--- config.mk ---
export PLATFORM = sky130hd
export DESIGN_NAME = execute_stage
export DESIGN_NICKNAME = d
export VERILOG_FILES = /design/src/common/rv_pipe_pkg.sv /design/src/verilog/execute_stage.sv
export VERILOG_INCLUDE_DIRS = /design/src /design/src/common
export SDC_FILE = /design/constraint.sdc
export NUM_CORES = 1
export LEC_CHECK = 0
export ABC_AREA = 1
export BUFFER_PORTS_ARGS = -buffer_cell sky130_fd_sc_hd__buf_2
export CAP_MARGIN = 20
export CELL_PAD_IN_SITES_DETAIL_PLACEMENT = 0
export CELL_PAD_IN_SITES_GLOBAL_PLACEMENT = 1
export CORE_MARGIN = 4
export CORE_UTILIZATION = 36
export DETAILED_ROUTE_END_ITERATION = 8
export PLACE_DENSITY = 0.77
export SLEW_MARGIN = 20
export SYNTH_ARGS = -nofsm -noshare
export SYNTH_HDL_FRONTEND = slang
export SYNTH_SLANG_ARGS = --single-unit
--- constraint.sdc ---
create_clock -name clk -period 3.1 [get_ports clk]
set_input_delay 0.62 -clock clk [delete_from_list [all_inputs] [get_ports clk]]
set_output_delay 0.62 -clock clk [all_outputs]
set_load 0.01 [all_outputs]
--- src/common/rv_pipe_consts.svh ---
`ifndef RV_PIPE_CONSTS_SVH
`define RV_PIPE_CONSTS_SVH

// register width of the integer datapath.
`define RV_XLEN 64

// register number and instruction widths.
`define RV_REGNO_W 5
`define RV_INSTR_W 32

// the instruction memory is addressed in words.
`define RV_IMEM_DEPTH 256
`define RV_PC_W 8

`endif

--- src/common/rv_pipe_pkg.sv ---
`default_nettype none

`include "rv_pipe_consts.svh"

package rv_pipe_pkg;

  // ****************************************
  // operation classes
  // ****************************************

  // unknown encodings decode to OP_NOP.
  typedef enum logic [3:0] {
    OP_NOP,
    OP_ADD,
    OP_SUB,
    OP_AND,
    OP_OR,
    OP_XOR,
    OP_ADDI,
    OP_LUI,
    OP_BEQ,
    OP_BNE,
    OP_HALT
  } op_t;

  // ****************************************
  // stage records
  // ****************************************

  typedef struct packed {
    logic                   valid;
    logic [`RV_PC_W-1:0]    pc;
    logic [`RV_INSTR_W-1:0] instr;
  } fetch_t;

  typedef struct packed {
    op_t                    op;
    logic [`RV_REGNO_W-1:0] rs1_regno;
    logic [`RV_REGNO_W-1:0] rs2_regno;
    logic [`RV_REGNO_W-1:0] rd_regno;
    logic [`RV_XLEN-1:0]    imm;
    logic                   uses_rs1;
    logic                   uses_rs2;
    logic                   writes_rd;
  } decoded_t;

  // decode to execute register.
  typedef struct packed {
    logic                   valid;
    logic [`RV_PC_W-1:0]    pc;
    op_t                    op;
    logic [`RV_REGNO_W-1:0] rd_regno;
    logic [`RV_XLEN-1:0]    rs1_value;
    logic [`RV_XLEN-1:0]    rs2_value;
    logic [`RV_XLEN-1:0]    imm;
    logic                   writes_rd;
  } issue_t;

  typedef struct packed {
    logic                   valid;
    logic [`RV_REGNO_W-1:0] rd_regno;
    logic [`RV_XLEN-1:0]    value;
  } wb_t;

endpackage

`default_nettype wire

--- src/verilog/execute_stage.sv ---
`timescale 1ns/1ns
`default_nettype none

`include "rv_pipe_consts.svh"

module execute_stage (
  input  wire logic                clk,
  input  wire logic                rst_n,
  input  wire rv_pipe_pkg::issue_t issue,
  output logic                     redirect,
  output logic [`RV_PC_W-1:0]      redirect_pc,
  output logic                     halted,
  output rv_pipe_pkg::wb_t         wb
);

  logic [`RV_XLEN-1:0] result;
  logic                operands_eq;
  logic                taken;
  logic                live;

  // ****************************************
  // ALU and branch resolution
  // ****************************************

  always_comb begin
    case (issue.op)
      rv_pipe_pkg::OP_ADD:  result = issue.rs1_value + issue.rs2_value;
      rv_pipe_pkg::OP_SUB:  result = issue.rs1_value - issue.rs2_value;
      rv_pipe_pkg::OP_AND:  result = issue.rs1_value & issue.rs2_value;
      rv_pipe_pkg::OP_OR:   result = issue.rs1_value | issue.rs2_value;
      rv_pipe_pkg::OP_XOR:  result = issue.rs1_value ^ issue.rs2_value;
      rv_pipe_pkg::OP_ADDI: result = issue.rs1_value + issue.imm;
      rv_pipe_pkg::OP_LUI:  result = issue.imm;
      default:              result = '0;
    endcase
  end

  assign operands_eq = (issue.rs1_value == issue.rs2_value);
  assign taken = ((issue.op == rv_pipe_pkg::OP_BEQ) &  operands_eq) |
                 ((issue.op == rv_pipe_pkg::OP_BNE) & ~operands_eq);

  // nothing that follows a halt may take effect.
  assign live        = issue.valid & ~halted;
  assign redirect    = live & taken;
  assign redirect_pc = issue.pc + issue.imm[`RV_PC_W-1:0];

  always_ff @(posedge clk) begin
    if (!rst_n) begin
      halted <= 1'b0;
    end else if (live && issue.op == rv_pipe_pkg::OP_HALT) begin
      halted <= 1'b1;
    end
  end

  // ****************************************
  // writeback register
  // ****************************************

  always_ff @(posedge clk) begin
    wb.rd_regno <= issue.rd_regno;
    wb.value    <= result;
    if (!rst_n) begin
      wb.valid <= 1'b0;
    end else begin
      wb.valid <= live & issue.writes_rd & (issue.rd_regno != '0);
    end
  end

endmodule

`default_nettype wire

==> flow_metrics.tcl <==
set metrics [dict create \
    peakVddDrop_mv 0.281 \
    min_period_ns 3.08 \
    ys_ff_latch 71 \
    place_congestion 1.09 \
    hold_viol_final 0 \
    cts_max_level 3 \
    grt_usage_pct 36.3 \
    cp-end-kind "flop" \
    rows 82 \
    drive_above_1_share_pct 29.9 \
    hp-class "in -> reg" \
    min_period_over_period_pct 99.3 \
    max_freq_mhz 325 \
    io-pin-count 293 \
    ant_nets 0 \
    die_x_um 233 \
    crit_required_ns 3.38 \
    fillers 5527 \
    synth_area_per_cell_sq_um 5.26 \
    p_switching_uw 3540 \
    worstPathMaxFanout 7 \
    drc_errors 0 \
    synth_cells 3464 \
    startpoint "issue[201]" \
    multi_input_area_sq_um 14800 \
    routedWlPerCell_um 20.2 \
    critPathKind "in -> reg" \
    cap_violations 0 \
    dp_hpwl_um 89300 \
    cts_root_buf "clkbuf_16" \
    grt.overflow.total 0 \
    clockBufferDepth 2 \
    ff2ff_path_depth 5 \
    dr.pass1.iters 6 \
    antenna_found_initial 4 \
    io_buffer_count 292 \
    internal-power_uw 3730 \
    p_per_area_nw_per_um2 264 \
    synthArstFlopShare_pct 0 \
    synth.area.top_cells "nand2_1 24%, ha_1 19%, inv_1 17%, dfxtp_1 7.8%, nand3_1 6.8%" \
    area_growth_pct 51.1 \
    ys.flop_type "dfxtp_1" \
    via_count 25000 \
    rsz0062_at_grt "yes" \
    comb_power_share_pct 68.3 \
    via_per_inst 4.92 \
    die_h_um 233 \
    dieArea_sq_um 54300 \
    cts_made_buffers 9 \
    fin_cells 5088 \
    setup_viol 0 \
    power_frac_seq_pct 14.8 \
    yosys.cell_count.top_type "nand2_1" \
    dp_cells 5031 \
    synth_top_area_share_pct 24.0 \
    cts_tree "yes" \
    yosysTopAreaCell "nand2_1" \
    initial_utilization_pct 36.4 \
    regArea_sq_um 1420 \
    total_power_uw 7270 \
    fin_util_pct 55.0 \
    slew_headroom_pct 59.8 \
    core_area_sq_um 50100 \
    ys_warn_count 0 \
    ys_types 40 \
    yosysSeqAreaShare_pct 7.80 \
    status "completed" \
    switching_share_pct 48.7 \
    syn-num-nets 3950 \
    synth-edff-count 0 \
    r2r_start "halted" \
    clkPwrFrac_pct 16.9 \
    grt_pass1_wl_um 145000 \
    slew_violations 0 \
    holdCritStartpoint "issue[195]" \
    first_iter_violations 2265 \
    syn_area_sq_um 18200 \
    final_nets 4896 \
    synthTopCellsByCount "1165 x nand2_1, 838 x inv_1, 275 x nor2_1, 270 x ha_1, 248 x nand3_1" \
    startpoint_type "input port" \
    clkTransAtPathRegs_ns 0.07 \
    cts.sinks 71 \
    total_leakage_power_uw 0.0165 \
    arrival_ns 3.36 \
    clock_latency_ns 0.39 \
    fin_skew_ns 0.000128 \
    worstMarginPinSlew_ns 0.601 \
    whs_path_depth 1 \
    cts_hold_buf 0 \
    grt_max_degree 51 \
    drt-total-wl_um 103000 \
    grt_pass1_vias 23300 \
]
==> final timing paths <==
kind,end,slack (ns)
max,wb[59],0.02
min,wb[66],0.34
max reg2reg,halted,2.27
min reg2reg,halted,0.49
==> area by class of cell <==
cell class / instances / share of cell area (%)
Multi-Input combinational cell: 2501 / 53.7
Sequential cell: 71 / 5.16
Timing Repair Buffer: 984 / 25.5
Tap cell: 672 / 3.05
Antenna cell: 2 / 0.0182
Clock inverter: 5 / 0.214
Inverter: 843 / 11.5
Clock buffer: 10 / 0.868
==> flip-flops by register name, indices dropped and copies added, names as in the netlist <==
signal / flops
wb: 70
halted: 1
==> power groups by stage <==
stage / registers, uW / logic, uW / clock network, uW
after floorplan: 1130 / 2020 / 0
after global placement: 1100 / 4460 / 0
after detailed placement: 1090 / 4470 / 0
after CTS: 1080 / 4550 / 1240
after global routing: 1080 / 5340 / 1260
final: 1080 / 4960 / 1230
==> worst max-delay path: stages <==
cell	delay (ns)
buf_4	0.13
nor2_4	0.20
nand2_8	0.17
buf_8	0.20
nand2_1	0.05
o21ai_0	0.09
ha_1	0.35
buf_4	0.18
nand2_1	0.17
inv_1	0.06
nand2_1	0.06
nand2_1	0.09
inv_1	0.06
nand2_1	0.11
a21oi_1	0.13
nand2_1	0.10
buf_4	0.17
nand2_1	0.09
nand3b_1	0.10
nand3_2	0.12
nand3_1	0.09
==> cells by family (layout without fill, tap and decap cells) <==
family / count (synthesis) / in the layout / synth area share [%]
buffers and inverters: 893 / 1842 / 18.6
DFF: 71 / 71 / 7.80
AOI/OAI and AO/OA: 401 / 401 / 13.1
adders and majority gates: 273 / 273 / 18.9
other: 0 / 2 / 0
and+or+nand+nor: 1804 / 1805 / 40.6
xor gates and xnor gates: 22 / 22 / 1.06
==> timing repair <==
action	CTS	global route
buffers inserted	6	30
pin swaps	17	93
cloned	1	3
setup endpoints to repair	38	48
resized for setup	66	302
==> routing by layer <==
metal | wire length (um) | part of all wire, % | vias to the layer above | track usage (%)
li1 | - | - | 12600 | -
met1 | 43100 | 42 | 11200 | 45.1
met2 | 46000 | 45 | 989 | 59.8
met3 | 6470 | 6.3 | 227 | 4.62
met4 | 7430 | 7.2 | 4 | 21.7
met5 | 18 | 0.017 | - | 0
==> through the flow <==
stage          setup WS, ns  instance area (sq um)  hold slack, ns  setup TNS (ns)
2_1_floorplan        0.0321                  18200           0.501               0
3_3_place_gp         -0.680                  25500           0.479          -24.61
6_report             0.0218                  27500           0.342               0
3_5_place_dp         -0.680                  25500           0.494          -24.80
5_1_grt             -0.0879                  27500           0.332          -0.673
4_1_cts             -0.0496                  26100           0.324         -0.0496
==> placed cells by master (no fill, tap or decap), types with 37 or more instances in the layout <==
| master | count |
|---|---|
| a21oi_1 | 100 |
| a221oi_1 | 58 |
| buf_2 | 288 |
| buf_4 | 658 |
| dfxtp_1 | 71 |
| ha_1 | 227 |
| inv_1 | 806 |
| inv_2 | 37 |
| nand2_1 | 1113 |
| nand2_2 | 48 |
| nand3_1 | 213 |
| nor2_1 | 204 |
| nor2_2 | 54 |
| nor2_4 | 37 |
| o21ai_0 | 103 |
| o22ai_1 | 62 |
(Power assumes the default switching activity.)
